**src/rtl/pixel_counter.sv**
```systemverilog
module pixel_counter #(
	parameter int IMAGE_COLS = 12
) (
	input logic clk,
	input logic reset,
	input logic pixel_valid,
	output logic [$clog2(IMAGE_COLS)-1:0] col,	// position of the pixel now on the bus
	output logic [$clog2(IMAGE_COLS)-1:0] row,
	output logic frame_last
);

	localparam int POS_W = $clog2(IMAGE_COLS);
	localparam logic [POS_W-1:0] LAST_POS = POS_W'(IMAGE_COLS - 1);	// frame is square

	logic row_end;	// current pixel closes its row

	assign row_end = (col == LAST_POS);
	assign frame_last = pixel_valid && row_end && (row == LAST_POS);

	// count only accepted pixels, gaps hold the position
	always_ff @(posedge clk) begin
		if (reset) begin
			col <= '0;
			row <= '0;
		end else if (pixel_valid) begin
			if (row_end) begin
				col <= '0;
				row <= frame_last ? '0 : row + 1'b1;	// wrap into the next frame
			end else begin
				col <= col + 1'b1;
			end
		end
	end

	assert property (@(posedge clk) disable iff (reset) col < IMAGE_COLS && row < IMAGE_COLS)
		else $error("pixel position left the frame");

endmodule

```
**config.mk**
```make
export PLATFORM = sky130hd
export DESIGN_NAME = pixel_counter
export DESIGN_NICKNAME = d
export VERILOG_FILES = /design/src/rtl/pixel_counter.sv
export SDC_FILE = /design/constraint.sdc
export NUM_CORES = 1
export LEC_CHECK = 0
export BUFFER_PORTS_ARGS = -buffer_cell sky130_fd_sc_hd__buf_2
export CAP_MARGIN = 20
export CORE_MARGIN = 3
export CORE_UTILIZATION = 30
export DETAILED_ROUTE_END_ITERATION = 7
export PLACE_DENSITY = 0.52
export SKIP_CTS_REPAIR_TIMING = 1
export SLEW_MARGIN = 0
export SYNTH_ARGS = -nofsm -noshare
export SYNTH_HDL_FRONTEND = slang
export SYNTH_SLANG_ARGS = --single-unit
```
**constraint.sdc**
```tcl
create_clock -name clk -period 1.5 [get_ports clk]
set_input_delay 0.225 -clock clk [delete_from_list [all_inputs] [get_ports clk]]
set_output_delay 0.225 -clock clk [all_outputs]
set_load 0.005 [all_outputs]
```
## Word-level counts from Yosys, hierarchy flattened

Cells that the tools add are included.

- Register bits after elaboration: 8
- Bits in latches: 0
- Memory bits (writable): 0
- Memory bits (read-only): 0
- Input bits: 3
- Output and inout port bits: 9
- Logic and storage cells: 11
- Memories kept: 0

- Add/subtract/negate cells: 2
- Multipliers: 0
- Div/mod/pow operators: 0
- Order comparisons: 0
- Equality and inequality tests: 2
- Shift-type cells: 0
- Multiplexer cells: 2
- Bitwise gates (word level): 0
- Reduce and logical (&&, ||, !) cells: 3

Operators with widths:

| cell | number |
|---|---|
| $add 4x1->4 const B | 2 |
| $eq 4x4->1 const B | 2 |
| $mux 4 | 2 |
| $logic_and 1x1->1 | 2 |
| $reduce_and 2->1 | 1 |

## Longest topological paths before layout

- Depth after elaboration: 4
- Depth in mapped cells: 4
- Depth with buffers taken out: 4

## Worst setup path before layout

Ideal clock, no wire load.

- Path type: reg-to-reg
- Start point: reg col[0]
- End point: reg row[3]
- Setup time: 0.074 ns
- Arrival time: 1.223 ns
- Required time: 1.426 ns
- Setup slack: 0.203 ns
- Stages on the path, launching flop included: 5
- Path buffers: 0
- Period minus slack after synthesis: 1.297 ns
- Cell sequence: dfxtp_1 > ha_1 > nand4b_4 > or3_1 > a31oi_1

- Word-level cells in the longest chain between the ends: 4
- Elaborated cells on any way between the ends: 5
- Classes of those cells: eq/ne (1); mux (1); reduce/logical (3)

RTL lines:

| element | RTL line | source |
|---|---|---|
| start: declaration | 7 | `output logic [$clog2(IMAGE_COLS)-1:0] col,` |
| start signal: assignment | 30 | `col <= col + 1'b1;` |
| $eq 4x4->1 (*) | 17 | `assign row_end = (col == LAST_POS);` |
| $logic_and 1x1->1 (2 in series) | 18 | `assign frame_last = pixel_valid && row_end && (row == LAST_POS);` |
| $mux 4 | 28 | `row <= frame_last ? '0 : row + 1'b1;` |
| end signal: assignment | 28 |  |
| end: declaration | 8 | `output logic [$clog2(IMAGE_COLS)-1:0] row,` |

Every way passes the cells marked *; elsewhere a longest branch is shown, timed or not.
A chain may end at the register's enable or synchronous reset.

## Worst setup path after layout

- Start point: reg row[1]
- End point: out frame_last

- Word-level cells in the longest chain between the ends: 2

RTL lines:

| element | RTL line | source |
|---|---|---|
| $eq 4x4->1 | 18 |  |
| $logic_and 1x1->1 | 18 |  |
| end: declaration | 9 | `output logic frame_last` |

No other way between the ends.

==> reports/metrics.csv <==
stage,metric,value,unit
setup_path,WP buf/inv,1,
global_route,antenna violations before repair,0,
route,Routed WL,783,um
timing,RSZ-0062 raised after global routing,no,
timing,"Hold Vio Cnt, Final",0,
clock_network,Clock Latency Late Sink,0.25,ns
clock_network,CTS Root Cell,clkbuf_4,
setup_path,CP startpoint kind,flop,
setup_path,Crit Path Class,reg2out,
route,Avg Vias per Cell,5.12,
setup_path,WP data required,1.27,ns
synthesis,adder-cell share of the synthesized area,6.37,%
setup_path,Crit path largest cell delay,0.37,ns
timing,Setup TNS Final,0,ns
timing,Setup Viol. Count Final,0,
synthesis,leading area contributor after synthesis,dfxtp_1,
setup_path,cell family with most CP delay,flip-flops,
job,max cap viols,0,
timing,Max Fclk,0.726,GHz
setup_path,crit-path cells,ha_1 -> nand3b_1 -> nor2_1 -> buf_2,
timing,fin. max-slew vios,0,
floorplanning,I/O pin total,12,
timing,slew at the pin closest to its max-slew limit,0.252,ns
pwr,maximum vdd drop,0.395,mV
global_route,largest net degree at the start of global routing,10,
route,Initial DRC Count,2,
pwr,Pwr Density,889,mW/mm^2
setup_path,crit-path max FO,4,
setup_path,Worst path slowest cell,dfxtp_1,
synthesis,synthesized area,393,sq um
final_layout,share of layout cells above drive strength 1,35.2,%
global_route,gr ovfl total,0,
global_route,vias in the first global route,339,
synthesis,average size of a mapped cell,9.35,sq um
synthesis,synth warn,0,
final_layout,Synth-to-Final Area Change,25.5,%
clock_network,H-Tree Depth,1,
setup_path,"Arr. time, crit path",1.15,ns
synthesis,post-synthesis simple-gate area fraction,30.9,%
setup_path,endpoint kind of the worst setup timing path,primary output,
final_layout,Util after Layout,42.1,%
clock_network,CTS Buffer Depth,2,
placed_design,Placed Area,454,sq um
timing,Worst Clk Skew,0.000313,ns
synthesis,post-synthesis xor/xnor area fraction,4.46,%
timing,Hold Slack,0.247,ns
global_route,first-pass GRT wire length,1410,um
route,post-DR wirelength/cell,11.5,um
synthesis,largest family of logic cells by synthesized area,simple AND/OR/NAND/NOR gates,
floorplanning,CORE AREA,0.00117,sq mm
route,first-pass iteration count of the detailed router,4,
global_route,GRT Util Overall,10.6,%
clock_network,CTS sink count,8,
placed_design,post-detail-place hpwl,568,um
synthesis,sequential share of the synthesized area,40.8,%
route,vias,348,
floorplanning,die area,0.00178,sq mm
synthesis,Yosys cell types,22,
synthesis,post-synthesis mux area share,5.10,%
synthesis,share of the synthesized area in the top cell type,40.8,%
synthesis,number of synthesized register bits,8,
timing,Rel. slew slack,83.0,%
placed_design,number of port buffers,11,
floorplanning,initial core utilization,33.5,%
final_layout,Ant. Diodes,0,
synthesis,Compound-Gate Fraction of Synth Area,8.60,%
route,DRC,0,
clock_network,CTS tree,yes,
route,antenna-violating nets left,0,
run_status,outcome,completed,
clock_network,"CTS clk-pin slew, worst paths",0.06,ns
floorplanning,row cnt,12,
worst_hold_path,Worst Hold Class,in2reg,
synthesis,Syn Nets,47,
pwr,Pwr Total,0.438,mW
final_layout,Final nets,61,
pwr,Leak Pwr,0.226,nW
placed_design,RePlAce Congestion,0.647,
final_layout,final instance area,493,sq um
synthesis,Post-Synthesis Cells,42,
synthesis,top post-synthesis cells by area,"dfxtp_1 41%, ha_1 6.4%, nand4b_4 6.1%",
timing,final worst path period share,91.9,%
clock_network,total CTS buffers,3,
floorplanning,Die X,42.2,um
floorplanning,Die Y,42.2,um
timing,minimum clock period,1.38,ns
[layout make-up]
cell class              instances  area, sq um
fillers                       132          678
multi-input cells              31          230
flip-flops and latches          8          164
repair buffers                 11         55.1
clock buffers                   3         22.5
well taps                      14         17.5
inverters                       1         3.75
[synth_stat cells]
library cell,n
mux2i_1,2
nand2_1,5
xor2_1,1
dfxtp_1,8
nand4_1,1
and4b_1,1
ha_1,2
nor2_1,4
buf_1,1
a21oi_1,2
a31oi_1,1
nand4b_4,1
o41ai_1,1
nand3_1,2
a211o_1,1
nand2b_1,1
nor3_1,2
xnor2_1,1
buf_4,1
inv_1,1
or3_1,1
nand3b_1,2
[stage by stage]
step / setup WS, ns / instances
after CTS: 0.00908 / 68
final: 0.122 / 68
after global placement: 0.192 / 65
after floorplan: 0.203 / 42
after detailed placement: 0.159 / 65
after global routing: 0.0245 / 68
[worst reg2reg max path: cells and delay by family, from the launching register on]
family	cells	cell delay, ns
simple gates	2	0.50
compound gates	1	0.16
flops	1	0.38
fa+ha+maj	1	0.17
[power by group]
group,internal (mW),switching [mW]
logic,0.0196,0.0176
registers,0.222,0.0118
clock network,0.0917,0.0753
total,0.334,0.105
[cell families (layout without fill, tap and decap cells)]
logic type	count (synthesis)	after routing
xor gates and xnor gates	2	2
buffers and inverters	3	15
and+or+nand+nor	20	20
muxes	2	2
adders and majority gates	2	2
DFF	8	8
AOI/OAI and AO/OA	5	5
[cells in the final DEF, fill, tap and decap left out]
master and n:
inv_1 1, ha_1 1, or3_1 1, nand2_1 5, xor2_1 1, nand2b_1 1, and4b_1 1, a21oi_1 2
nor3_1 2, a211o_1 1, o41ai_1 1, nand4_1 1, buf_2 11, mux2i_1 2, nor2_1 4, nand4b_4 1
nand3_1 2, dfxtp_2 3, clkbuf_4 3, nand3b_1 2, xnor2_1 1, ha_4 1, a31oi_1 1, dfxtp_1 5
[worst paths after layout]
check,startpoint,to,slack [ns],cells after the start
max,row[1]$_SDFFE_PP0P_,frame_last,0.12,4
min,reset,row[0]$_SDFFE_PP0P_,0.25,2
max reg2reg,col[0]$_SDFFE_PP0P_,row[3]$_SDFFE_PP0P_,0.24,4
min reg2reg,row[0]$_SDFFE_PP0P_,row[0]$_SDFFE_PP0P_,0.49,2
[sequential cells by signal (all words and copies together), names as in the netlist]
name,count
row,4
col,4
[layer usage]
layer	wire length [um]	GRT usage (%)	share of wire (%)	up-vias
li1	-	-	-	176
met1	351	13.3	45	156
met2	338	14.3	43	14
met3	86	6.87	11	2
met4	6	3.73	0.77	0
met5	0	0	0	-
No activity file was read; power rests on OpenSTA's default activity.
