[config.mk]
export PLATFORM = sky130hd
export DESIGN_NAME = pool_unit
export DESIGN_NICKNAME = d
export VERILOG_FILES = /design/src/rtl/cnn_dims_pkg.sv /design/src/rtl/cnn_num_pkg.sv /design/src/rtl/pool_unit.sv
export SDC_FILE = /design/constraint.sdc
export NUM_CORES = 1
export LEC_CHECK = 0
export CAP_MARGIN = 20
export CORE_UTILIZATION = 54
export CTS_CLUSTER_SIZE = 12
export DETAILED_ROUTE_END_ITERATION = 6
export DONT_BUFFER_PORTS = 1
export PLACE_DENSITY = 0.67
export SYNTH_ARGS = -nofsm -noshare
export SYNTH_HDL_FRONTEND = slang
export SYNTH_SLANG_ARGS = --single-unit
[constraint.sdc]
create_clock -name clk -period 16.2 [get_ports clk]
set_input_delay 2.43 -clock clk [delete_from_list [all_inputs] [get_ports clk]]
set_output_delay 2.43 -clock clk [all_outputs]
set_load 0.05 [all_outputs]
[src/rtl/cnn_dims_pkg.sv]
package cnn_dims_pkg;

	// input frame, square
	localparam int IMAGE_SIZE = 12;

	localparam int KERNEL = 5;	// conv window side, 5x5 as in C1
	localparam int CONV_SIZE = IMAGE_SIZE - KERNEL + 1;	// valid conv positions per side, 8
	localparam int POOL_SIZE = CONV_SIZE / 2;	// 2x2 max pooling with stride 2

	localparam int NUM_MAPS = 2;	// conv feature maps
	localparam int NUM_CLASSES = 4;	// dense output neurons

	// flattened pooled values of one frame, map major
	localparam int DENSE_INPUTS = NUM_MAPS * POOL_SIZE * POOL_SIZE;

	localparam int CLASS_W = $clog2(NUM_CLASSES);	// width of the class index

endpackage
[src/rtl/cnn_num_pkg.sv]
package cnn_num_pkg;
	import cnn_dims_pkg::*;

	typedef logic signed [7:0] pixel_t;	// raw input sample
	typedef logic signed [7:0] weight_t;	// conv tap or conv bias
	typedef logic signed [23:0] acc_t;	// 25 full scale products plus bias fit easily
	typedef logic signed [3:0] dense_w_t;	// small dense weights
	typedef logic signed [31:0] score_t;	// class score accumulator

	// taps [map][r][c], r and c counted back from the newest pixel of the window
	localparam weight_t KERNEL_TAPS [NUM_MAPS][KERNEL][KERNEL] = '{
		'{	// map 0, vertical edge response
			'{ 1,  2,  0, -2, -1},
			'{ 2,  3,  0, -3, -2},
			'{ 3,  4,  1, -4, -3},
			'{ 2,  3,  0, -3, -2},
			'{ 1,  2,  0, -2, -1}
		},
		'{	// map 1, center surround
			'{-1, -1, -2, -1, -1},
			'{-1,  2,  3,  2, -1},
			'{-2,  3,  6,  3, -2},
			'{-1,  2,  3,  2, -1},
			'{-1, -1, -2, -1, -1}
		}
	};

	localparam weight_t CONV_BIAS [NUM_MAPS] = '{-8, 4};

	// [class][map * 16 + pooled row * 4 + pooled col]
	localparam dense_w_t DENSE_WEIGHTS [NUM_CLASSES][DENSE_INPUTS] = '{
		'{ 1,  2,  0, -1,  3,  1, -2,  0,  2,  1,  0, -3,  1,  0,  2, -1,
		  -1,  0,  2,  1, -2,  3,  0,  1,  1, -1,  2,  0,  0,  2, -1,  1},
		'{-2,  1,  3,  0,  1, -1,  2,  2,  0,  3, -2,  1,  2,  1, -1,  0,
		   2, -1,  0,  3,  1,  0, -2,  1,  3,  0,  1, -1, -2,  1,  0,  2},
		'{ 0, -1,  1,  2, -2,  0,  3,  1, -1,  2,  1,  0,  3, -2,  0,  1,
		   1,  2, -1,  0,  0,  1,  2, -3,  0,  1,  3,  2,  1, -1,  0, -2},
		'{ 3,  0, -1,  1,  0,  2,  1, -2,  1,  0, -1,  2,  0,  1,  3,  0,
		   0,  1,  1, -2,  2,  0, -1,  3, -2,  2,  0,  1,  2,  0,  1, -1}
	};

endpackage

[src/rtl/pool_unit.sv]
module pool_unit #(
	parameter int CONV_COLS = 8
) (
	input logic clk,
	input logic reset,
	input logic conv_valid,
	input logic pool_take,
	input cnn_num_pkg::acc_t conv_out [cnn_dims_pkg::NUM_MAPS],
	output cnn_num_pkg::acc_t pool_out [cnn_dims_pkg::NUM_MAPS],
	output logic pool_valid
);
	import cnn_dims_pkg::*;
	import cnn_num_pkg::*;

	localparam int COL_W = $clog2(CONV_COLS);
	localparam logic [COL_W-1:0] LAST_COL = COL_W'(CONV_COLS - 1);

	acc_t row_mem [NUM_MAPS][CONV_COLS];	// row above, replaced as the current row arrives
	acc_t left [NUM_MAPS];	// current row, one column back
	acc_t up_left [NUM_MAPS];	// row above, one column back, kept before its overwrite
	acc_t block_max [NUM_MAPS];
	logic [COL_W-1:0] ccol;	// conv column of the incoming result

	function automatic acc_t max2(input acc_t a, input acc_t b);
		return (a > b) ? a : b;
	endfunction

	always_ff @(posedge clk) begin
		if (reset)
			ccol <= '0;
		else if (conv_valid)
			ccol <= (ccol == LAST_COL) ? '0 : ccol + 1'b1;
	end

	always_ff @(posedge clk) begin
		if (conv_valid) begin
			for (int m = 0; m < NUM_MAPS; m++) begin
				up_left[m] <= row_mem[m][ccol];	// read before write, still the row above
				row_mem[m][ccol] <= conv_out[m];
				left[m] <= conv_out[m];
			end
		end
	end

	always_comb begin
		for (int m = 0; m < NUM_MAPS; m++)
			block_max[m] = max2(max2(up_left[m], row_mem[m][ccol]), max2(left[m], conv_out[m]));
	end

	always_ff @(posedge clk) begin
		if (pool_take)
			pool_out <= block_max;
	end

	always_ff @(posedge clk) begin
		if (reset)
			pool_valid <= 1'b0;
		else
			pool_valid <= pool_take;
	end

	// the delayed enable from frame_ctrl must meet the registered conv result
	assert property (@(posedge clk) disable iff (reset) pool_take |-> conv_valid)
		else $error("pool enable without a conv result");

endmodule

Word-level counts from Yosys, hierarchy flattened
Memories as Yosys holds them, arrays and structs flattened.
Index checks and enable logic that the tools add are counted.
{"block": "totals", "regBits": 52, "ram_bits": 480, "output_inout_bits": 49, "wordCells": 37, "mem_count": 3}
{"name": "row_mem", "words": 2, "width": 192, "rd": 2, "rd_clocked_by_memory_dff": 0, "wr": 2, "line": "pool_unit.sv:18", "source": "acc_t row_mem [NUM_MAPS][CONV_COLS];"}
{"name": "left", "words": 2, "width": 24, "rd": 2, "rd_clocked_by_memory_dff": 0, "wr": 2, "line": "pool_unit.sv:19", "source": "acc_t left [NUM_MAPS];"}
{"name": "up_left", "words": 2, "width": 24, "rd": 2, "rd_clocked_by_memory_dff": 0, "wr": 2, "line": "pool_unit.sv:20", "source": "acc_t up_left [NUM_MAPS];"}
{"block": "classes", "add_sub_neg": 1, "order_cmp": 8, "n_eq_ne": 1, "muxes": 18, "bitwise_logic": 1, "reduce_logical": 1}
{"cell": "$mux W24", "count": 11}
{"cell": "$mux W192", "count": 1}
{"cell": "$bmux W24 S3", "count": 2}
{"cell": "$gt A24 B24 Y1", "count": 6}
{"cell": "$demux W24 S3", "count": 1}
{"cell": "$ge A4 B4 Y1 const B", "count": 1}
{"cell": "$lt A4 B1 Y1 const B", "count": 1}
{"cell": "$not A3 Y4", "count": 1}
{"cell": "$add A3 B1 Y3 const B", "count": 1}
{"cell": "$eq A3 B3 Y1 const B", "count": 1}
{"cell": "$mux W3", "count": 1}
{"cell": "$mux W1", "count": 2}
{"cell": "$logic_and A1 B1 Y1", "count": 1}

Depth between registers and ports, before layout
{"block": "logic_depth", "word_depth": 8, "ltp_mapped": 29, "mapped_depth_nobuf": 24}

Least setup slack after synthesis
No wires, ideal clock.
{"block": "synth_timing", "path_type": "in2reg", "start": "input port conv_valid", "end": "memory row_mem[0][120] in the netlist's numbering (enable)", "setup_time_ns": 0.523, "t_arrival_ns": 6.405, "t_required_ns": 15.677, "slack_ns": 9.272, "stages": 3, "path_cell_list": "clkbuf_1 > nand2b_1 > nor3b_1"}
{"item": "from (decl)", "line": "pool_unit.sv:6", "source": "input logic conv_valid,"}
{"item": "to (decl)", "line": "pool_unit.sv:18"}

==> flow_metrics.env <==
export IMPL_die_h_um=215.1
export IMPL_max_slew_margin_rel_pct=24.12
export IMPL_grt_max_degree=106
export IMPL_setup_tns_ns=0
export IMPL_critical_path_required_ns=16.47
export IMPL_post_route_period_util_pct=53.45
export IMPL_cp_slowest_cell="a31oi_4"
export IMPL_row_count=77
export IMPL_clock_sinks=532
export IMPL_root_buffer="clkbuf_16"
export IMPL_start_util_pct=55.09
export IMPL_worstSetupPathType="reg -> reg"
export IMPL_synth_top_area_share_pct=64.66
export IMPL_outcome="finished clean"
export IMPL_grt_pass1_wl_um=83940
export IMPL_htreeDepth=2
export IMPL_irDropWorstVdd_mv=0.09146
export IMPL_powerDensity_nw_per_um2=135.9
export IMPL_grt_pass1_vias=14274
export IMPL_top_usage_layer="met2"
export IMPL_wl_per_cell_um=24.31
export IMPL_final_hold_viol_count=0
export IMPL_diodes=0
export IMPL_design_area_um2=26830
export IMPL_via_per_inst=6.033
export IMPL_cts_setup_buffers=0
export IMPL_area_growth_pct=9.440
export IMPL_io_pins=101
export IMPL_ys_ff_latch=532
export IMPL_drt_initial_drc_count=988
export IMPL_synth_nets=1828
export IMPL_postCtsHoldBufs=0
export IMPL_power_leakage_nw=10.08
export IMPL_final_layout_size_suffix_gt1_share_pct=12.22
export IMPL_synth_top_cell_by_area="edfxtp_1"
export IMPL_ant_nets=0
export IMPL_met1_usage_pct=32.78
export IMPL_report_final_slew_viol_count=0
export IMPL_antenna_found_initial=0
export IMPL_hp_class="reg -> reg"
export IMPL_portBuffers=0
export IMPL_final_min_clock_period_ns=8.659
export IMPL_cts_repair_resized=0
export IMPL_synth_area_top_cells="edfxtp_1, mux2i_1, ha_1"
export IMPL_cpPeakStageDelay_ns=0.91
export IMPL_synth_warning_count=0
export IMPL_clk_latency_ns=0.60
export IMPL_setup_viol=0
export IMPL_final_nets=1838
export IMPL_async_flop_share_pct=0
export IMPL_hold_slack_ns=0.7020
export IMPL_drc=0
export IMPL_rsz0062_at_grt="no"
export IMPL_tritoncts="yes"
export IMPL_max_cap_viol_count=0
export IMPL_syn_area_um2=24520
export IMPL_yosysUniqueCellTypes=57
export IMPL_syn_avg_cell_area_um2=15.04
export IMPL_gp_congestion=0.7953
export IMPL_arrival_ns=8.93
export IMPL_crit_path_cell_trace="buf_4 > and2_1 > a21oi_1 > o21ai_0 > inv_1 > ha_1 > nand4_1 > nor3_1 > nand2_1 > o211ai_1 > mux2i_4 > buf_4 > mux2i_1 > inv_1 > ha_1 > nand4_1 > nor4_1 > o21ai_0 > nand3_1 > nand2_1 > a31oi_4 > mux2i_1"
export IMPL_cts_made_buffers=55
export IMPL_fmax_mhz=115.5
export IMPL_tightest_slew_ns=1.138
export IMPL_clock_path_buffers=3
export IMPL_syn_inst=1630
export IMPL_synth_edf_count=528
export IMPL_gr_usage_met2_pct=40.12
export IMPL_cp_start_kind="register"
export IMPL_ys_flop_type="edfxtp_1"
export IMPL_cp_max_fo=67
export IMPL_firstDrtPassIters=5
export IMPL_wirelength_um=55000
export IMPL_vias=13646
export IMPL_clk_pin_slew_ns=0.06
export IMPL_place_area_um2=25200
export IMPL_clock_skew_ns=0.009555
export IMPL_seq_area_frac_synth_pct=64.99
export IMPL_core_um2=44510
export IMPL_die_x_um=215.1
export IMPL_floorplan_die_area_um2=46260
export IMPL_cp_end_kind="register"
export IMPL_grtUsageTotal_pct=24.04
export IMPL_dp_hpwl_um=33050
export IMPL_grt_use_met3_pct=3.340
export IMPL_overflow=0
-- cells in the final DEF, fill, tap and decap left out, types with 3 or more instances in the layout --
cell type / n
edfxtp_1: 528
mux2i_1: 202
ha_1: 146
inv_1: 145
mux2_2: 86
a22oi_1: 84
a21oi_1: 61
clkbuf_16: 57
o21ai_0: 45
nand2_1: 29
o22a_1: 29
nand4_1: 26
nor2_1: 24
buf_4: 22
a21o_1: 21
o21bai_1: 18
o22ai_1: 17
nor2b_1: 12
nand3_1: 12
clkbuf_1: 11
clkinv_2: 10
o211ai_1: 9
a211oi_1: 5
nor3_1: 5
o21a_1: 5
clkinv_1: 5
nor2_4: 3
o31ai_1: 3
nand2b_1: 3
nor3b_2: 3
dfxtp_4: 3
bufinv_16: 3
-- power by group --
group	leakage, nW	switching (W)	internal (W)	total, W
clock	0.805	0.000499	0.000679	0.00118
combinational	4.34	0.000361	0.000275	0.000637
sequential	4.94	0.000195	0.00164	0.00183
-- cells in the mapped netlist, drive strengths merged (5+ instances only) --
cell,number
nor2b,13
nand4,26
o21bai,18
mux2i,204
nor2,27
clkbuf,44
nor3,7
a21o,21
o22ai,17
edfxtp,528
a211oi,6
a22oi,84
buf,25
o21ai,46
o211ai,9
ha,146
nand2,30
mux2,86
o22a,29
a21oi,61
nand3,12
o21a,5
inv,145
-- final cells by class --
| type | count | area [µm²] |
|---|---|---|
| clock inverter | 19 | 166.4 |
| clock buffer | 68 | 1468 |
| timing repair buffer | 22 | 165.2 |
| multi-input combinational | 884 | 7804 |
| fill | 3386 | 17680 |
| inverter | 145 | 544.3 |
| tap | 592 | 740.7 |
| sequential | 532 | 15950 |
-- per-stage QoR --
stage	instances	total power, W	worst slack (ns)	util (%)
final	2262	0.003647	7.541	60.29
after global routing	2262	0.003790	7.018	60.29
after CTS	2262	0.003674	7.567	60.29
after detailed placement	2175	0.002497	7.567	56.62
after global placement	2175	0.002480	7.672	56.62
after floorplan	1630	0.002331	9.272	-
-- worst paths after layout --
check / startpoint / end / slack, ns / cells past startpoint
hold reg to reg: left[0][22] / pool_out[46] / 0.70 / 2
hold / removal: left[0][22] / pool_out[46] / 0.70 / 2
setup reg to reg: ccol[0] / pool_out[44] / 7.54 / 22
setup / recovery: ccol[0] / pool_out[44] / 7.54 / 22
-- state kept, by name, summed over array words and instances, names as in the netlist --
register    count
row_mem       384
left           48
pool_out       48
up_left        48
ccol            3
pool_valid      1
-- cells by family after synthesis --
| group | share of synthesized area [%] |
|---|---|
| AOI/OAI and AO/OA | 8.578 |
| adders and majority gates | 7.450 |
| buffers and inverters | 3.536 |
| DFF | 64.99 |
| muxes | 12.51 |
| and+or+nand+nor | 2.934 |
-- per-layer routing --
metal / wire [µm] / part of all wire, %
met1: 24280 / 44
met5: 0 / 0
met2: 26420 / 48
met3: 3019 / 5.5
met4: 1273 / 2.3
-- critical path, delay by kind of cell (launching register included) --
family	cells	cell delay, ns
adders and majority gates	2	0.63
and+or+nand+nor	8	1.93
DFF	1	0.88
buffers and inverters	4	1.45
muxes	3	1.28
AOI/OAI and AO/OA	5	2.10
Power figures use the tool's default switching activity.
