===== config.mk =====
export PLATFORM = sky130hd
export DESIGN_NAME = dense_argmax
export DESIGN_NICKNAME = d
export VERILOG_FILES = /design/src/rtl/cnn_dims_pkg.sv /design/src/rtl/cnn_num_pkg.sv /design/src/rtl/dense_argmax.sv
export SDC_FILE = /design/constraint.sdc
export NUM_CORES = 2
export LEC_CHECK = 0
export BUFFER_PORTS_ARGS = -buffer_cell sky130_fd_sc_hd__buf_2
export CORE_MARGIN = 2
export CORE_UTILIZATION = 49
export CTS_BUF_LIST = sky130_fd_sc_hd__clkbuf_2
export DETAILED_ROUTE_END_ITERATION = 7
export GPL_TIMING_DRIVEN = 0
export PLACE_DENSITY_LB_ADDON = 0.2
export SLEW_MARGIN = 15
export SYNTH_ARGS = -nofsm -noshare
export SYNTH_HDL_FRONTEND = slang
export SYNTH_SLANG_ARGS = --single-unit

===== constraint.sdc =====
create_clock -name clk -period 29.5 [get_ports clk]
set_clock_uncertainty 0.2 [all_clocks]
set_input_delay 1.475 -clock clk [delete_from_list [all_inputs] [get_ports clk]]
set_output_delay 1.475 -clock clk [all_outputs]
set_load 0.01 [all_outputs]

===== src/rtl/cnn_dims_pkg.sv =====
package cnn_dims_pkg;

	// input frame, square
	localparam int IMAGE_SIZE = 12;

	localparam int KERNEL = 5;	// conv window side, 5x5 as in C1
	localparam int CONV_SIZE = IMAGE_SIZE - KERNEL + 1;	// valid conv positions per side, 8
	localparam int POOL_SIZE = CONV_SIZE / 2;	// 2x2 max pooling with stride 2

	localparam int NUM_MAPS = 2;	// conv feature maps
	localparam int NUM_CLASSES = 4;	// dense output neurons

	// flattened pooled values of one frame, map major
	localparam int DENSE_INPUTS = NUM_MAPS * POOL_SIZE * POOL_SIZE;

	localparam int CLASS_W = $clog2(NUM_CLASSES);	// width of the class index

endpackage

===== src/rtl/cnn_num_pkg.sv =====
package cnn_num_pkg;
	import cnn_dims_pkg::*;

	typedef logic signed [7:0] pixel_t;	// raw input sample
	typedef logic signed [7:0] weight_t;	// conv tap or conv bias
	typedef logic signed [23:0] acc_t;	// 25 full scale products plus bias fit easily
	typedef logic signed [3:0] dense_w_t;	// small dense weights
	typedef logic signed [31:0] score_t;	// class score accumulator

	// taps [map][r][c], r and c counted back from the newest pixel of the window
	localparam weight_t KERNEL_TAPS [NUM_MAPS][KERNEL][KERNEL] = '{
		'{	// map 0, vertical edge response
			'{ 1,  2,  0, -2, -1},
			'{ 2,  3,  0, -3, -2},
			'{ 3,  4,  1, -4, -3},
			'{ 2,  3,  0, -3, -2},
			'{ 1,  2,  0, -2, -1}
		},
		'{	// map 1, center surround
			'{-1, -1, -2, -1, -1},
			'{-1,  2,  3,  2, -1},
			'{-2,  3,  6,  3, -2},
			'{-1,  2,  3,  2, -1},
			'{-1, -1, -2, -1, -1}
		}
	};

	localparam weight_t CONV_BIAS [NUM_MAPS] = '{-8, 4};

	// [class][map * 16 + pooled row * 4 + pooled col]
	localparam dense_w_t DENSE_WEIGHTS [NUM_CLASSES][DENSE_INPUTS] = '{
		'{ 1,  2,  0, -1,  3,  1, -2,  0,  2,  1,  0, -3,  1,  0,  2, -1,
		  -1,  0,  2,  1, -2,  3,  0,  1,  1, -1,  2,  0,  0,  2, -1,  1},
		'{-2,  1,  3,  0,  1, -1,  2,  2,  0,  3, -2,  1,  2,  1, -1,  0,
		   2, -1,  0,  3,  1,  0, -2,  1,  3,  0,  1, -1, -2,  1,  0,  2},
		'{ 0, -1,  1,  2, -2,  0,  3,  1, -1,  2,  1,  0,  3, -2,  0,  1,
		   1,  2, -1,  0,  0,  1,  2, -3,  0,  1,  3,  2,  1, -1,  0, -2},
		'{ 3,  0, -1,  1,  0,  2,  1, -2,  1,  0, -1,  2,  0,  1,  3,  0,
		   0,  1,  1, -2,  2,  0, -1,  3, -2,  2,  0,  1,  2,  0,  1, -1}
	};

endpackage


===== src/rtl/dense_argmax.sv =====
module dense_argmax (
	input logic clk,
	input logic reset,
	input logic pool_valid,
	input cnn_num_pkg::acc_t pool_out [cnn_dims_pkg::NUM_MAPS],
	input logic frame_done,	// arrives with the last pooled value
	output logic [cnn_dims_pkg::CLASS_W-1:0] digit,
	output logic result_valid
);
	import cnn_dims_pkg::*;
	import cnn_num_pkg::*;

	localparam int POS_COUNT = POOL_SIZE * POOL_SIZE;	// pooled positions per map
	localparam int POS_W = $clog2(POS_COUNT);
	localparam int CNT_W = $clog2(POS_COUNT + 1);	// room for a full count

	logic [CNT_W-1:0] pool_cnt;	// pooled positions seen this frame
	logic [CNT_W-1:0] cnt_next;
	score_t scores [NUM_CLASSES];
	score_t score_next [NUM_CLASSES];	// includes the value on the bus now
	logic [CLASS_W-1:0] best;

	assign cnt_next = pool_cnt + CNT_W'(pool_valid);

	// position count selects the weight column, one per map
	always_comb begin
		for (int k = 0; k < NUM_CLASSES; k++) begin
			score_next[k] = scores[k];
			if (pool_valid) begin
				for (int m = 0; m < NUM_MAPS; m++)
					score_next[k] += score_t'(DENSE_WEIGHTS[k][m * POS_COUNT + int'(pool_cnt[POS_W-1:0])])
						* score_t'(pool_out[m]);
			end
		end
	end

	always_comb begin
		best = '0;
		for (int k = 1; k < NUM_CLASSES; k++)
			if (score_next[k] > score_next[best])
				best = CLASS_W'(k);	// strict compare, ties keep the lower index
	end

	always_ff @(posedge clk) begin
		if (reset) begin
			pool_cnt <= '0;
			result_valid <= 1'b0;
			for (int k = 0; k < NUM_CLASSES; k++)
				scores[k] <= '0;
		end else begin
			result_valid <= frame_done;
			if (frame_done) begin
				pool_cnt <= '0;	// ready for an overlapping frame
				for (int k = 0; k < NUM_CLASSES; k++)
					scores[k] <= '0;
			end else if (pool_valid) begin
				pool_cnt <= cnt_next;
				scores <= score_next;
			end
		end
	end

	always_ff @(posedge clk) begin
		if (frame_done)
			digit <= best;
	end

	assert property (@(posedge clk) disable iff (reset) frame_done |-> cnt_next == CNT_W'(POS_COUNT))
		else $error("frame ended after %0d pooled positions", cnt_next);

endmodule


## Yosys cells after proc, flatten, opt, wreduce, memory -nomap -nowiden

Memories as Yosys holds them, arrays and structs flattened.
Cells that the tools add are included.

- Bitwise logic cells: 4
- Add/subtract/negate cells: 10
- Shift-type cells: 0
- Reduce and logical (&&, ||, !) cells: 1
- Multiply operators: 8
- Order comparisons: 7
- Div/mod/pow operators: 0
- Multiplexer cells: 28
- Equality and inequality tests: 0

Operators with widths:

| operator | number |
|---|---|
| $add 32x28->32 | 8 |
| $mux 32 | 8 |
| $mul 4x24->28 | 8 |
| $bmux 32 s2 | 2 |
| $gt 32x32->1 | 3 |
| $ge 32x6->1 const B | 2 |
| $mux 4 | 16 |
| $not 4->32 | 1 |
| $not 6->32 | 1 |
| $add 5x4->6 const A | 1 |
| $ge 3x3->1 const B | 2 |
| $not 2->3 | 2 |
| $add 5x1->5 | 1 |
| $mux 2 | 1 |
| $reduce_or 2->1 | 1 |
| $mux 1 | 1 |

- RAM bits: 0
- Memories kept: 8
- Memory bits (read-only): 1024
- Register bits: 136
- Latch bits: 0

Memories:

| name | depth | bits a word | read ports | clocked after Yosys merged registers in | write ports | RTL line | text |
|---|---|---|---|---|---|---|---|
| (name not given) | 32 | 4 | 1 | 0 | 0 | dense_argmax.sv:31 | `score_next[k] += score_t'(DENSE_WEIGHTS[k][m * POS_COUNT + int'(pool_cnt[POS_W-1:0])])` |
| (name not given) | 32 | 4 | 1 | 0 | 0 | dense_argmax.sv:31 |  |
| (name not given) | 32 | 4 | 1 | 0 | 0 | dense_argmax.sv:31 |  |
| (name not given) | 32 | 4 | 1 | 0 | 0 | dense_argmax.sv:31 |  |
| (name not given) | 32 | 4 | 1 | 0 | 0 | dense_argmax.sv:31 |  |
| (name not given) | 32 | 4 | 1 | 0 | 0 | dense_argmax.sv:31 |  |
| +2 memories | n/a | n/a | n/a | n/a | n/a | n/a |  |

## Depth between registers and ports, before layout

- Depth in word-level cells: 21
- Depth in mapped cells: 72
- Mapped depth without buffers: 66

## Worst setup path after synthesis

No wires, ideal clock.

- Path type: reg-to-reg
- Start point: register pool_cnt[3]
- End point: register digit[1] (netlist name) (data pin)
- Required time: 29.038 ns
- Buffers on the path: 7
- Arrival: 13.310 ns
- Clock period less this slack: 13.772 ns
- Stages on the path, launching flop included: 65
- Slack: 15.728 ns
- Cell sequence: dfxtp_1 > clkbuf_1 > clkbuf_1 > buf_1 > mux2i_1 > clkbuf_1 > nand2_1 > fa_1 > inv_1 > fa_1 > fa_1 > inv_1 > fa_1 > inv_1 > fa_1 > ha_1 > and3_1 > a221oi_2 > [... 29 more ...] > and3_1 > clkbuf_1 > clkbuf_1 > o31ai_1 > ha_1 > a21oi_1 > nor2b_1 > o21ai_0 > nand2b_1 > a21oi_1 > nor2b_1 > o21ai_0 > nand2b_1 > a221oi_1 > o221ai_1 > xor2_1 > a41oi_1 > or2_2

RTL lines:

| item | RTL line | text |
|---|---|---|
| start: declaration | dense_argmax.sv:17 | `logic [CNT_W-1:0] pool_cnt;` |
| start signal: assignment | dense_argmax.sv:57 | `pool_cnt <= cnt_next;` |
| end signal: assignment | dense_argmax.sv:65 | `digit <= best;` |
| end: declaration | dense_argmax.sv:7 | `output logic [cnn_dims_pkg::CLASS_W-1:0] digit,` |

==> results by group <==
Routing
  – Via Count: 32,500
  – DR iter-0 viols: roughly 2,900
  – Final ANT Viol Nets: 0
  – Drt pass-1 iters: 7
  – WL final: 134 mm
  – # DRC: 0
  – Per-cell routed wire length: 23.3 um
  – Routed vias/inst: ~5.7

Timing
  – Slew Limit Fails: 0
  – Period utilization: 0.660
  – Hold Violations, Final: 0
  – Fin crit period: roughly 19 ns
  – Final setup viols: 0
  – Relative slew margins: 0.152
  – Fmax: a little over 0.05 GHz
  – TNS Setup: 0 ns
  – Worst-Margin Slew: 1.26 ns
  – RSZ-0062 raised after global routing: no

Floorplanning
  – Die ar.: about 0.084 mm^2
  – I/O pins: 55
  – # rows: 104
  – Starting density of the core: 0.495
  – Die Y: 290 um
  – Core footprint: just over 0.08 mm^2
  – Die Width: around 290 um

Worst setup path
  – Reg2reg setup slack: ~10 ns
  – Startpoint Class: register
  – Worst Setup End Kind: register
  – Reg-to-reg startpoint: pool_cnt[1]
  – Worst path max stage delay: 0.90 ns
  – Slowest-stage cell, CP: clkbuf_1
  – Worst-path maximum fanout: 15
  – WP data arrival: roughly 20 ns
  – Worst Path Required: slightly above 30 ns
  – Crit path kind: reg -> reg
  – Critical R2R Capture: digit[1]
  – Worst R2R Path Depth: 68

Finish
  – Share of cells above drive strength 1: 0.0331
  – Commonest non-fill, non-tap cells in the layout: inv_1, fa_1, nand2_1, ha_1, nor2_1
  – Commonest non-fill, non-tap cell in the layout: inv_1
  – Layout Nets: 5,876
  – Area Overhead vs Synth: 4.96%
  – Number of fill cells: slightly below 8,000

Clocking
  – Hold buffer count at CTS: 0
  – Worst-Skew Late Latency: between 1 and 1.5 ns
  – Clk buf depth: 2
  – Number of levels in the clock H-tree: 4
  – CTS sink cnt: ~140
  – Clk slew on worst S/H paths: around 0.28 ns
  – CTS tree: done
  – Root Driver: clkbuf_2
  – Post-CTS Resized: 0
  – Post-CTS Setup Bufs: 0
  – Inserted Clock Buffers: 17

Global routing
  – First-pass GRT wire length: 202 mm
  – Largest net degree at the start of global routing: 17
  – Initial antenna violation count: 6
  – Gr ovfl total: 0
  – Vias in the first global route: 32,600
  – GRT Overall Usage: 0.333

Min path
  – Hold Path Depth: 2
  – Type of the tightest min-delay check: in -> reg
  – Hold Path Origin: reset
  – Hold EP: result_valid

Run
  – # Max-Cap Violations: 0

Synth
  – Synth Instances: 4,589
  – Fraction of registers with async set or reset after synthesis: 0
  – Synth cell types: 87
  – Ys flop type: dfxtp_1
  – Cell accounting for the most synthesized area: fa_1
  – Top cell type's share of synthesized area: 0.385
  – Syn Area/Cell: about 8.7 um^2
  – Number of flops mapped to enable cells by yosys: 2
  – Top cells by area, synth: fa_1, ha_1, inv_1, dfxtp_1, nand2_1
  – Yosys warnings: 0
  – Post-synthesis sequential area ratio: 0.0682
  – Mapped cell area: ~0.04 mm^2
  – Mapped Nets: between 5,000 and 6,000
  – Synthesized flop and latch total: about 140

Placement
  – Dpl hpwl: 115 mm
  – RePlAce Congestion: around 1
  – # port buffers: 54

Outcome
  – Status: finished clean
cell usage after synthesis, types with 30 or more instances:
master / number
inv_1: 774
clkbuf_1: 170
nand2b_1: 84
nor3_1: 35
dfxtp_1: 133
mux2i_1: 64
nor2b_1: 154
nand3_1: 69
fa_1: 768
nand4_1: 30
xnor2_1: 116
nand2_1: 425
a31oi_1: 40
a21oi_1: 176
nor2_1: 369
and2_1: 210
ha_1: 393
a21o_1: 85
o21ai_0: 135
logic make-up after synthesis:
group	count (synthesis)	share of synthesized area
xor+xnor	145	0.0318
simple gates	1451	0.176
buf+inv	974	0.0924
mux	72	0.0183
compound gates	649	0.105
flops	135	0.0682
fa+ha+maj	1163	0.509
state kept, by name, summed over array words and instances, names as in the netlist:
name	count
result_valid	1
scores	128
pool_cnt	4
digit	2
worst max-delay path by stage:
stage               slack, ns       end         from
floorplan               15.73  digit[1]  pool_cnt[3]
global placement        10.56  digit[1]  pool_cnt[3]
detailed placement      10.52  digit[1]  pool_cnt[1]
CTS                     10.49  digit[1]  pool_cnt[1]
global route             9.39  digit[1]  pool_cnt[1]
finish                  10.03  digit[1]  pool_cnt[1]
cell type report:
| class | instances | area (um^2) | area share |
|---|---|---|---|
| Buffer | 200 | 793 | 0.0189 |
| Inverter | 774 | 2910 | 0.0693 |
| Multi-Input combinational cell | 3480 | 33600 | 0.801 |
| Antenna cell | 8 | 20.0 | 0.000478 |
| Timing Repair Buffer | 55 | 298 | 0.00710 |
| Clock buffer | 18 | 90.1 | 0.00215 |
| Tap cell | 1060 | 1330 | 0.0316 |
| Clock inverter | 14 | 196 | 0.00469 |
| Sequential cell | 135 | 2720 | 0.0649 |
stage by stage:
| step | setup WS, ns | hold slack, ns | cells | instance area, um^2 | utilization |
|---|---|---|---|---|---|
| floorplan | 15.73 | 0.263 | 4589 | 39900 | - |
| global placement | 10.56 | 0.282 | 5703 | 41500 | 0.515 |
| detailed placement | 10.52 | 0.298 | 5704 | 41600 | 0.516 |
| CTS | 10.49 | 0.0888 | 5736 | 41900 | 0.519 |
| global route | 9.39 | 0.169 | 5739 | 41900 | 0.519 |
| finish | 10.03 | 0.236 | 5744 | 41900 | 0.520 |
per-layer routing:
metal | global-route usage | vias to the layer above | wire length [um]
li1 | - | 14600 | -
met1 | 0.456 | 16400 | 56300
met2 | 0.520 | 1273 | 59900
met3 | 0.0572 | 222 | 10600
met4 | 0.147 | 6 | 7000
met5 | 0 | - | 42
worst max-delay path: cells and delay by family, from the launching register on:
family | cells | cell delay [ns]
adders and majority gates | 10 | 4.25
AOI/OAI and AO/OA | 28 | 8.19
xor gates and xnor gates | 2 | 0.45
buffers and inverters | 10 | 3.00
muxes | 1 | 0.11
and+or+nand+nor | 17 | 2.61
DFF | 1 | 0.50
Power is not shown: default switching activity piles up to over one toggle a cycle in this logic, so the estimate is an artifact.
