**src/rtl/cnn_dims_pkg.sv**
```systemverilog
package cnn_dims_pkg;

	// input frame, square
	localparam int IMAGE_SIZE = 12;

	localparam int KERNEL = 5;	// conv window side, 5x5 as in C1
	localparam int CONV_SIZE = IMAGE_SIZE - KERNEL + 1;	// valid conv positions per side, 8
	localparam int POOL_SIZE = CONV_SIZE / 2;	// 2x2 max pooling with stride 2

	localparam int NUM_MAPS = 2;	// conv feature maps
	localparam int NUM_CLASSES = 4;	// dense output neurons

	// flattened pooled values of one frame, map major
	localparam int DENSE_INPUTS = NUM_MAPS * POOL_SIZE * POOL_SIZE;

	localparam int CLASS_W = $clog2(NUM_CLASSES);	// width of the class index

endpackage
```
**src/rtl/cnn_num_pkg.sv**
```systemverilog
package cnn_num_pkg;
	import cnn_dims_pkg::*;

	typedef logic signed [7:0] pixel_t;	// raw input sample
	typedef logic signed [7:0] weight_t;	// conv tap or conv bias
	typedef logic signed [23:0] acc_t;	// 25 full scale products plus bias fit easily
	typedef logic signed [3:0] dense_w_t;	// small dense weights
	typedef logic signed [31:0] score_t;	// class score accumulator

	// taps [map][r][c], r and c counted back from the newest pixel of the window
	localparam weight_t KERNEL_TAPS [NUM_MAPS][KERNEL][KERNEL] = '{
		'{	// map 0, vertical edge response
			'{ 1,  2,  0, -2, -1},
			'{ 2,  3,  0, -3, -2},
			'{ 3,  4,  1, -4, -3},
			'{ 2,  3,  0, -3, -2},
			'{ 1,  2,  0, -2, -1}
		},
		'{	// map 1, center surround
			'{-1, -1, -2, -1, -1},
			'{-1,  2,  3,  2, -1},
			'{-2,  3,  6,  3, -2},
			'{-1,  2,  3,  2, -1},
			'{-1, -1, -2, -1, -1}
		}
	};

	localparam weight_t CONV_BIAS [NUM_MAPS] = '{-8, 4};

	// [class][map * 16 + pooled row * 4 + pooled col]
	localparam dense_w_t DENSE_WEIGHTS [NUM_CLASSES][DENSE_INPUTS] = '{
		'{ 1,  2,  0, -1,  3,  1, -2,  0,  2,  1,  0, -3,  1,  0,  2, -1,
		  -1,  0,  2,  1, -2,  3,  0,  1,  1, -1,  2,  0,  0,  2, -1,  1},
		'{-2,  1,  3,  0,  1, -1,  2,  2,  0,  3, -2,  1,  2,  1, -1,  0,
		   2, -1,  0,  3,  1,  0, -2,  1,  3,  0,  1, -1, -2,  1,  0,  2},
		'{ 0, -1,  1,  2, -2,  0,  3,  1, -1,  2,  1,  0,  3, -2,  0,  1,
		   1,  2, -1,  0,  0,  1,  2, -3,  0,  1,  3,  2,  1, -1,  0, -2},
		'{ 3,  0, -1,  1,  0,  2,  1, -2,  1,  0, -1,  2,  0,  1,  3,  0,
		   0,  1,  1, -2,  2,  0, -1,  3, -2,  2,  0,  1,  2,  0,  1, -1}
	};

endpackage

```
**src/rtl/conv_unit.sv**
```systemverilog
module conv_unit (
	input logic clk,
	input logic reset,
	input logic pixel_valid,
	input logic conv_take,
	input cnn_num_pkg::pixel_t pixel,
	input cnn_num_pkg::pixel_t taps [cnn_dims_pkg::KERNEL-1],
	output cnn_num_pkg::acc_t conv_out [cnn_dims_pkg::NUM_MAPS],
	output logic conv_valid
);
	import cnn_dims_pkg::*;
	import cnn_num_pkg::*;

	pixel_t column [KERNEL];	// newest column, [0] is the live pixel
	pixel_t win_q [KERNEL-1][KERNEL];	// older columns, [0] one column back
	pixel_t window [KERNEL][KERNEL];	// [r][c] counted back from the live pixel
	acc_t conv_sum [NUM_MAPS];	// bias plus products, before ReLU

	always_comb begin
		column[0] = pixel;
		for (int r = 1; r < KERNEL; r++)
			column[r] = taps[r-1];
	end

	// window slides one column per accepted pixel, row wrap garbage is never taken
	always_ff @(posedge clk) begin
		if (pixel_valid) begin
			win_q[0] <= column;
			for (int c = 1; c < KERNEL - 1; c++)
				win_q[c] <= win_q[c-1];
		end
	end

	always_comb begin
		for (int r = 0; r < KERNEL; r++) begin
			window[r][0] = column[r];
			for (int c = 1; c < KERNEL; c++)
				window[r][c] = win_q[c-1][r];
		end
	end

	always_comb begin
		for (int m = 0; m < NUM_MAPS; m++) begin
			conv_sum[m] = acc_t'(CONV_BIAS[m]);
			for (int r = 0; r < KERNEL; r++)
				for (int c = 0; c < KERNEL; c++)
					conv_sum[m] += acc_t'(window[r][c]) * acc_t'(KERNEL_TAPS[m][r][c]);
		end
	end

	always_ff @(posedge clk) begin
		if (conv_take) begin
			for (int m = 0; m < NUM_MAPS; m++)
				conv_out[m] <= (conv_sum[m] < 0) ? '0 : conv_sum[m];	// ReLU
		end
	end

	always_ff @(posedge clk) begin
		if (reset)
			conv_valid <= 1'b0;
		else
			conv_valid <= conv_take;
	end

	for (genvar m = 0; m < NUM_MAPS; m++) begin : g_relu_chk
		assert property (@(posedge clk) disable iff (reset)
				conv_valid |-> conv_out[m] >= 0)
			else $error("conv map %0d gave a negative result", m);
	end

endmodule

```
**config.mk**
```make
export PLATFORM = sky130hd
export DESIGN_NAME = conv_unit
export DESIGN_NICKNAME = d
export VERILOG_FILES = /design/src/rtl/cnn_dims_pkg.sv /design/src/rtl/cnn_num_pkg.sv /design/src/rtl/conv_unit.sv
export SDC_FILE = /design/constraint.sdc
export NUM_CORES = 1
export LEC_CHECK = 0
export ABC_AREA = 1
export BUFFER_PORTS_ARGS = -buffer_cell sky130_fd_sc_hd__buf_2
export CAP_MARGIN = 20
export CORE_ASPECT_RATIO = 0.9
export CORE_MARGIN = 2
export CORE_UTILIZATION = 38
export CTS_BUF_LIST = sky130_fd_sc_hd__clkbuf_4 sky130_fd_sc_hd__clkbuf_8
export DETAILED_ROUTE_END_ITERATION = 10
export MAX_ROUTING_LAYER = met4
export PLACE_DENSITY = 0.66
export SLEW_MARGIN = 10
export SYNTH_ARGS = -nofsm -noshare
export SYNTH_HDL_FRONTEND = slang
export SYNTH_SLANG_ARGS = --single-unit
```
**constraint.sdc**
```tcl
create_clock -name clk -period 7.8 [get_ports clk]
set_input_delay 0 -clock clk [delete_from_list [all_inputs] [get_ports clk]]
set_output_delay 0 -clock clk [all_outputs]
set_load 0.01 [all_outputs]
```
# [Word level (Yosys, flattened, before mapping)]
# Memory sizes are Yosys's and may differ from the RTL's.
# Cells that the tools add are included.
[op_classes] n_addsub=67 magnitude_cmp=2 muxes=2 n_mul=11
[op_table] op="24-bit adder" count=21
[op_table] op="8-bit negation with 24-bit output" count=12
[op_table] op="24-bit by 11-bit adder with 24-bit output" count=10
[op_table] op="8-bit negation with 23-bit output" count=8
[op_table] op="24-bit by 9-bit adder with 24-bit output" count=7
[op_table] op="8-bit by 3-bit multiplier with 11-bit output, second input constant" count=11
[op_table] op="24-bit by 8-bit adder with 24-bit output" count=2
[op_table] op="24-bit by 1-bit less-than comparator with 1-bit output, second input constant" count=2
[op_table] op="10-bit by 24-bit adder with 24-bit output" count=1
[op_table] op="24-bit by 10-bit adder with 24-bit output" count=1
[op_table] op="24-bit by 12-bit adder with 24-bit output" count=1
[op_table] op="4-bit by 24-bit adder with 24-bit output, first input constant" count=1
[op_table] op="8-bit negation with 22-bit output" count=1
[op_table] op="9-bit by 9-bit adder with 10-bit output" count=1
[op_table] op="4-bit by 8-bit adder with 9-bit output, first input constant" count=1
[op_table] op="1-bit two-way mux" count=2
[word_totals] mem_count=1 ramBits=160 in_bits=44 word_cells=86 register_bits=49
[memory_table] name="win_q" depth=4 word_bits=40 read_ports=4 rd_ports_with_merged_regs=0 write_ports=4 line_no="conv_unit.sv:15" source="pixel_t win_q [KERNEL-1][KERNEL];"

# [Depth between registers and ports, before layout]
# Gate-level depths: netlist (run 1).
[logic_depth] depth_word=27 depth_mapped=45 depth_no_buf=44

# [Least setup slack after synthesis (run 1)]
# OpenSTA, ideal clock, no wires.
[synth_timing] path_type="reg2reg" start="memory win_q[1][23] in the netlist's numbering" end="register conv_out[15] in the netlist's numbering (data pin)" slack_ps=-350 arrival_time_ps=7894 synth_period_minus_slack_ps=8150 n_path_buf=1 t_required_ps=7544 stages_incl_launch_ff=37 path_cell_list="edfxtp_1 > ha_1 > ha_1 > nand2_2 > nor2_2 > nand3_2 > nand2_2 > nand2_4 > nand2_1 > nand2_1 > nand2_1 > inv_1 > ha_1 > inv_1 > fa_1 > fa_1 > inv_1 > fa_1 > inv_1 > fa_1 > inv_1 > fa_1 > fa_1 > inv_1 > fa_1 > inv_1 > ha_1 > a21oi_1 > o21a_1 > o21ai_1 > nand2_1 > nand3_1 > inv_1 > nand3_1 > nand2_2 > buf_6 > nor2_2"
[synth_rtl] item="from (decl)" line_no="conv_unit.sv:15"
[synth_rtl] item="to (signal, indexed assignment)" line_no="conv_unit.sv:54" source="conv_out[m] <= (conv_sum[m] < 0) ? '0 : conv_sum[m];"
[synth_rtl] item="to (decl)" line_no="conv_unit.sv:8" source="output cnn_num_pkg::acc_t conv_out [cnn_dims_pkg::NUM_MAPS],"

==> run summary, run 1 <==
CTS Buf Count -> 43
Initial DRC Count -> 1308
hold crit path type -> input pin to register
DRC violations left -> 0
nets@finish -> 4542
Final min period -> 7.94 ns
failing checks -> setup timing
RSZ-0062 raised after global routing -> true
Vias/cell -> 4.49
final hold violation count -> 0
Worst-Margin Slew -> 0.989 ns
Die Width -> 309 um
Site Rows -> 100
H-tree depth -> 2
die area -> 0.0861 mm^2
Tcrit/Tclk final -> 102%
Post-synth EDFFs -> 208
nature of the critical path startpoint -> register
global-route wire length before repair -> 141000 um
largest net degree at the start of global routing -> 99
#FFs+latches synth -> 209
Worst slew margin -> 34.1%
via count -> 21130
antenna-violating nets left -> 0
Avg WL per Cell -> 19.1 um
clock root cell -> clkbuf_8
GPL Wtd Cong -> 0.991
dpl hpwl -> 78300 um
# Max-Cap Violations -> 0
placed cells -> 4543
status -> complete, but fails checks
CP max stage delay -> 0.53 ns
I/O pins -> 93
critical path's slowest cell -> fa_1
Main synth FF type -> edfxtp_1
initial antenna violation count -> 1
Setup Slack @ Placement -> -0.579 ns
Slew Limit Fails -> 0
die extent in y -> 279 um
total gr overflow -> 0
layout cells sized above 1 -> 21.9%
Clock Tree Buf Depth -> 3
crit path kind -> register to register
FMAX -> 0.126 GHz
post-synth top area share -> 43.9%
post-route worst setup slack -> -0.144 ns
Yosys top cell by area -> fa_1
fraction of registers with async set/reset -> 0%
Synth Warn # -> 0
Worst-path clk slew -> 0.06 ns
top-count cell post-synth -> inv_1
WL final -> 90000 um
Worst-Skew Late Latency -> 0.66 ns
CP required -> 8.17 ns
via count of the first global-routing pass -> 23499
Starting Density -> 38.4%
Area Growth Syn to Fin -> 21.4%
CP Max Fanout -> 7
post-synthesis cell area -> 0.0318 mm^2
final setup vio count -> 23
Most common cell on crit path -> fa_1
critical path capture point type -> register
CTS tree -> built
count of cell types in the netlist -> 44
clock skew -> 0.0526 ns
most frequent cells after synthesis -> inv_1 (1189), fa_1 (697), ha_1 (248)
Total GRT Usage -> 22.7%
Synth Instances -> 3077
CP arrival -> 8.32 ns
mean post-synth cell area -> 10.3 um^2
top cells by area, synth -> fa_1 (44%), edfxtp_1 (20%), inv_1 (14%)
Core Area -> 0.0828 mm^2
register area share after synthesis -> 19.7%
# clock sinks -> 209
Finished Layout Cells -> 4711
first-pass detailed-route iteration total -> 5
Port Buf Inserts -> 92
post-route setup TNS -> -1.71 ns
## stage by stage
step                area, um^2  hold WS (ns)  utilization [%]
global route             38600        0.0687             46.6
global placement         35700         0.159             43.1
CTS                      38200        0.0155             46.1
detailed placement       35700         0.162             43.1
floorplan                31900        0.0712                -
finish                   38600        0.0553             46.6
## state kept, by name (all words and copies together), names as in the netlist
name,flops
conv_out,48
conv_valid,1
win_q,160
## cell families (layout without fill, tap and decap cells)
kind of cell	count (synthesis)	in the layout	share of synthesized area, %
adders and majority gates	945	945	53.6
other	1	3	0.0118
DFF	209	209	19.7
xor gates and xnor gates	106	106	2.92
buffers and inverters	1213	1723	14.5
and+or+nand+nor	493	493	7.43
AOI/OAI and AO/OA	110	110	1.88
## final timing paths
| path | end | from | cells past startpoint | slack (ns) |
|---|---|---|---|---|
| setup reg to reg | conv_out[1]$_SDFFCE_PP0P_ | win_q[1][17]$_DFFE_PP_ | 39 | -0.14 |
| setup / recovery | conv_out[1]$_SDFFCE_PP0P_ | win_q[1][17]$_DFFE_PP_ | 39 | -0.14 |
| hold reg to reg | win_q[1][1]$_DFFE_PP_ | win_q[0][1]$_DFFE_PP_ | 0 | 0.45 |
| hold / removal | conv_out[25]$_SDFFCE_PP0P_ | conv_take | 2 | 0.06 |
## final cells by class
class	count	area (um^2)
Clock buffer	58	729
Multi-Input combinational cell	1656	22200
Timing Repair Buffer	437	3310
Sequential cell	209	6270
Clock inverter	22	178
Antenna cell	1	2.50
Inverter	1206	4540
Tap cell	1122	1400
Fill cell	7744	44200
## worst max-delay path, delay by kind of cell (launching register included)
family / cells / cell delay (ns)
fa+ha+maj: 12 / 5.09
simple gates: 14 / 1.15
buf+inv: 13 / 1.04
flops: 1 / 0.40
## timing repair
action / CTS / global route
pin swaps: 161 / 74
setup buffers: 33 / 14
hold endpoints to repair: 105 / 0
gates cloned: 3 / 0
gates resized for setup: 201 / 117
hold buffers: 43 / 0
setup endpoints to repair: 46 / 46
## cell usage in the layout (no fill, tap or decap), types with 27 or more instances in the layout
cell	n
ha_1	206
xor2_1	68
nor2_2	27
nand2_1	204
xnor2_1	34
nand3_1	43
buf_2	91
ha_4	38
nor2_1	68
clkbuf_8	47
fa_1	673
dlygate4sd3_1	43
inv_2	66
nor2_4	44
buf_4	280
inv_1	1135
edfxtp_1	208
a21oi_1	39
## per-layer routing
layer  track usage, %  wire (um)  part of all wire (%)
met1             31.0      39700                    44
met2             36.1      42400                    47
met5                -          0                     0
met4             5.95       2820                   3.1
met3             2.72       5090                   5.6
Power of run 1 is not shown: default switching activity piles up to over one toggle a cycle in this logic, so the estimate is an artifact.
==> inputs of run 2 (changes only) <==
GPL_ROUTABILITY_DRIVEN = 0   (was not set)
SKIP_CTS_REPAIR_TIMING = 1   (was not set)
==> run 2 against run 1 <==
Effect of this change: the flow finishes with violations (hold timing, setup timing); routed wire length down 2.1%; cell count down 0.74%; flip-flop and latch count unchanged; maximum frequency is 0.14% lower; die area unchanged; clock-buffer cell count shrank 6; global-route usage fell by 0.95 points; critical path depth decreased by 6; critical endpoint is now conv_out[2]$_SDFFCE_PP0P_.
==> run summary, run 2 (synthesized netlist as in run 1, its figures left out) <==
WL final -> 88100 um
final setup vio count -> 23
via count of the first global-routing pass -> 22995
nature of the critical path startpoint -> register
Tcrit/Tclk final -> 102%
CP required -> 8.20 ns
reg-to-reg critical path startpoint -> win_q[1][20]$_DFFE_PP_
hold crit path type -> input pin to register
post-route worst setup slack -> -0.155 ns
most frequent cells in the layout -> inv_1 (1160), fa_1 (674), buf_4 (245)
placed cells -> 4526
Die Width -> 309 um
failing checks -> hold timing, setup timing
Slew Limit Fails -> 0
first-pass detailed-route iteration total -> 5
initial antenna violation count -> 6
crit path kind -> register to register
critical path capture point type -> register
status -> complete, but fails checks
layout cells sized above 1 -> 20.2%
global-route wire length before repair -> 135000 um
Final min period -> 7.96 ns
Area Growth Syn to Fin -> 20.4%
clock root cell -> clkbuf_8
# clock sinks -> 209
die area -> 0.0861 mm^2
Largest regs -> win_q x160, conv_out x48, conv_valid x1
CP Max Fanout -> 6
Initial DRC Count -> 1514
via count -> 21225
r2r setup slk -> -0.16 ns
total gr overflow -> 0
Worst-path clk slew -> 0.06 ns
worst reg2reg path depth -> 33
Clock Tree Buf Depth -> 3
CTS tree -> built
Endpoint, Worst Hold -> conv_valid$_SDFF_PP0_
Total GRT Usage -> 21.8%
I/O pins -> 93
worst hold path depth -> 4
CTS Buf Count -> 43
final hold violation count -> 1
dpl hpwl -> 75900 um
# Max-Cap Violations -> 0
CP max stage delay -> 0.57 ns
Port Buf Inserts -> 92
Most common cell on crit path -> fa_1
critical path's slowest cell -> fa_1
Worst-Skew Late Latency -> 0.66 ns
Core Area -> 0.0828 mm^2
DRC violations left -> 0
FMAX -> 0.126 GHz
start point of the worst hold path -> conv_take
Worst slew margin -> 34.3%
Starting Density -> 38.4%
Vias/cell -> 4.54
largest net degree at the start of global routing -> 115
Biggest register -> win_q
max FFs per register -> 160
FILL cells -> 7737
die extent in y -> 279 um
Final Core Density -> 46.3%
CP arrival -> 8.35 ns
Site Rows -> 100
clock skew -> 0.0404 ns
leading cell type in the layout, fill and taps excluded -> inv_1
RSZ-0062 raised after global routing -> true
WHS -> -0.00837 ns
r2r endpoint -> conv_out[2]$_SDFFCE_PP0P_
nets@finish -> 4503
H-tree depth -> 2
Worst-Margin Slew -> 0.982 ns
antenna-violating nets left -> 0
Avg WL per Cell -> 18.8 um
Finished Layout Cells -> 4676
## run 2: layout make-up
cell class	count	area, um^2	share of cell area [%]
multi-input cells	1656	22100	57.6
clock inverters	28	324	0.846
flip-flops and latches	209	6270	16.4
well taps	1122	1400	3.66
repair buffers	398	3040	7.94
inverters	1206	4530	11.8
diodes	5	12.5	0.0327
clock buffers	52	659	1.72
## run 2: how the worst max path moves through the flow
stage	from	end	slack, ns
6_report	win_q[1][20]$_DFFE_PP_	conv_out[2]$_SDFFCE_PP0P_	-0.16
5_1_grt	win_q[1][20]$_DFFE_PP_	conv_out[2]$_SDFFCE_PP0P_	-0.41
4_1_cts	win_q[1][33]$_DFFE_PP_	conv_out[19]$_SDFFCE_PP0P_	-0.53
3_5_place_dp	win_q[1][18]$_DFFE_PP_	conv_out[19]$_SDFFCE_PP0P_	-0.49
3_3_place_gp	win_q[1][33]$_DFFE_PP_	conv_out[1]$_SDFFCE_PP0P_	-0.39
2_1_floorplan	win_q[1][23]$_DFFE_PP_	conv_out[15]$_SDFFCE_PP0P_	0.008
## run 2: critical path, delay by kind of cell (launching register included)
family / cells / cell delay (ns)
AOI/OAI and AO/OA: 3 / 0.41
and+or+nand+nor: 9 / 0.89
xor gates and xnor gates: 1 / 0.15
adders and majority gates: 11 / 4.95
buffers and inverters: 9 / 0.83
DFF: 1 / 0.45
## run 2: per-layer routing
layer | GRT usage, % | wire length [um] | share of wire, %
met1 | 28.4 | 37000 | 42
met2 | 34.0 | 41200 | 47
met3 | 4.20 | 6450 | 7.3
met4 | 7.57 | 3490 | 4.0
met5 | - | 0 | 0
## run 2: metrics by stage
step	setup slack, ns	instance area [um^2]	TNS, ns
after CTS	-0.533	36600	-17.96
after floorplan	0.00839	31900	0
after detailed placement	-0.492	35600	-15.84
after global routing	-0.407	38300	-10.91
after global placement	-0.390	35600	-13.08
final	-0.155	38300	-3.02
Power of run 2 is left out for the same reason.
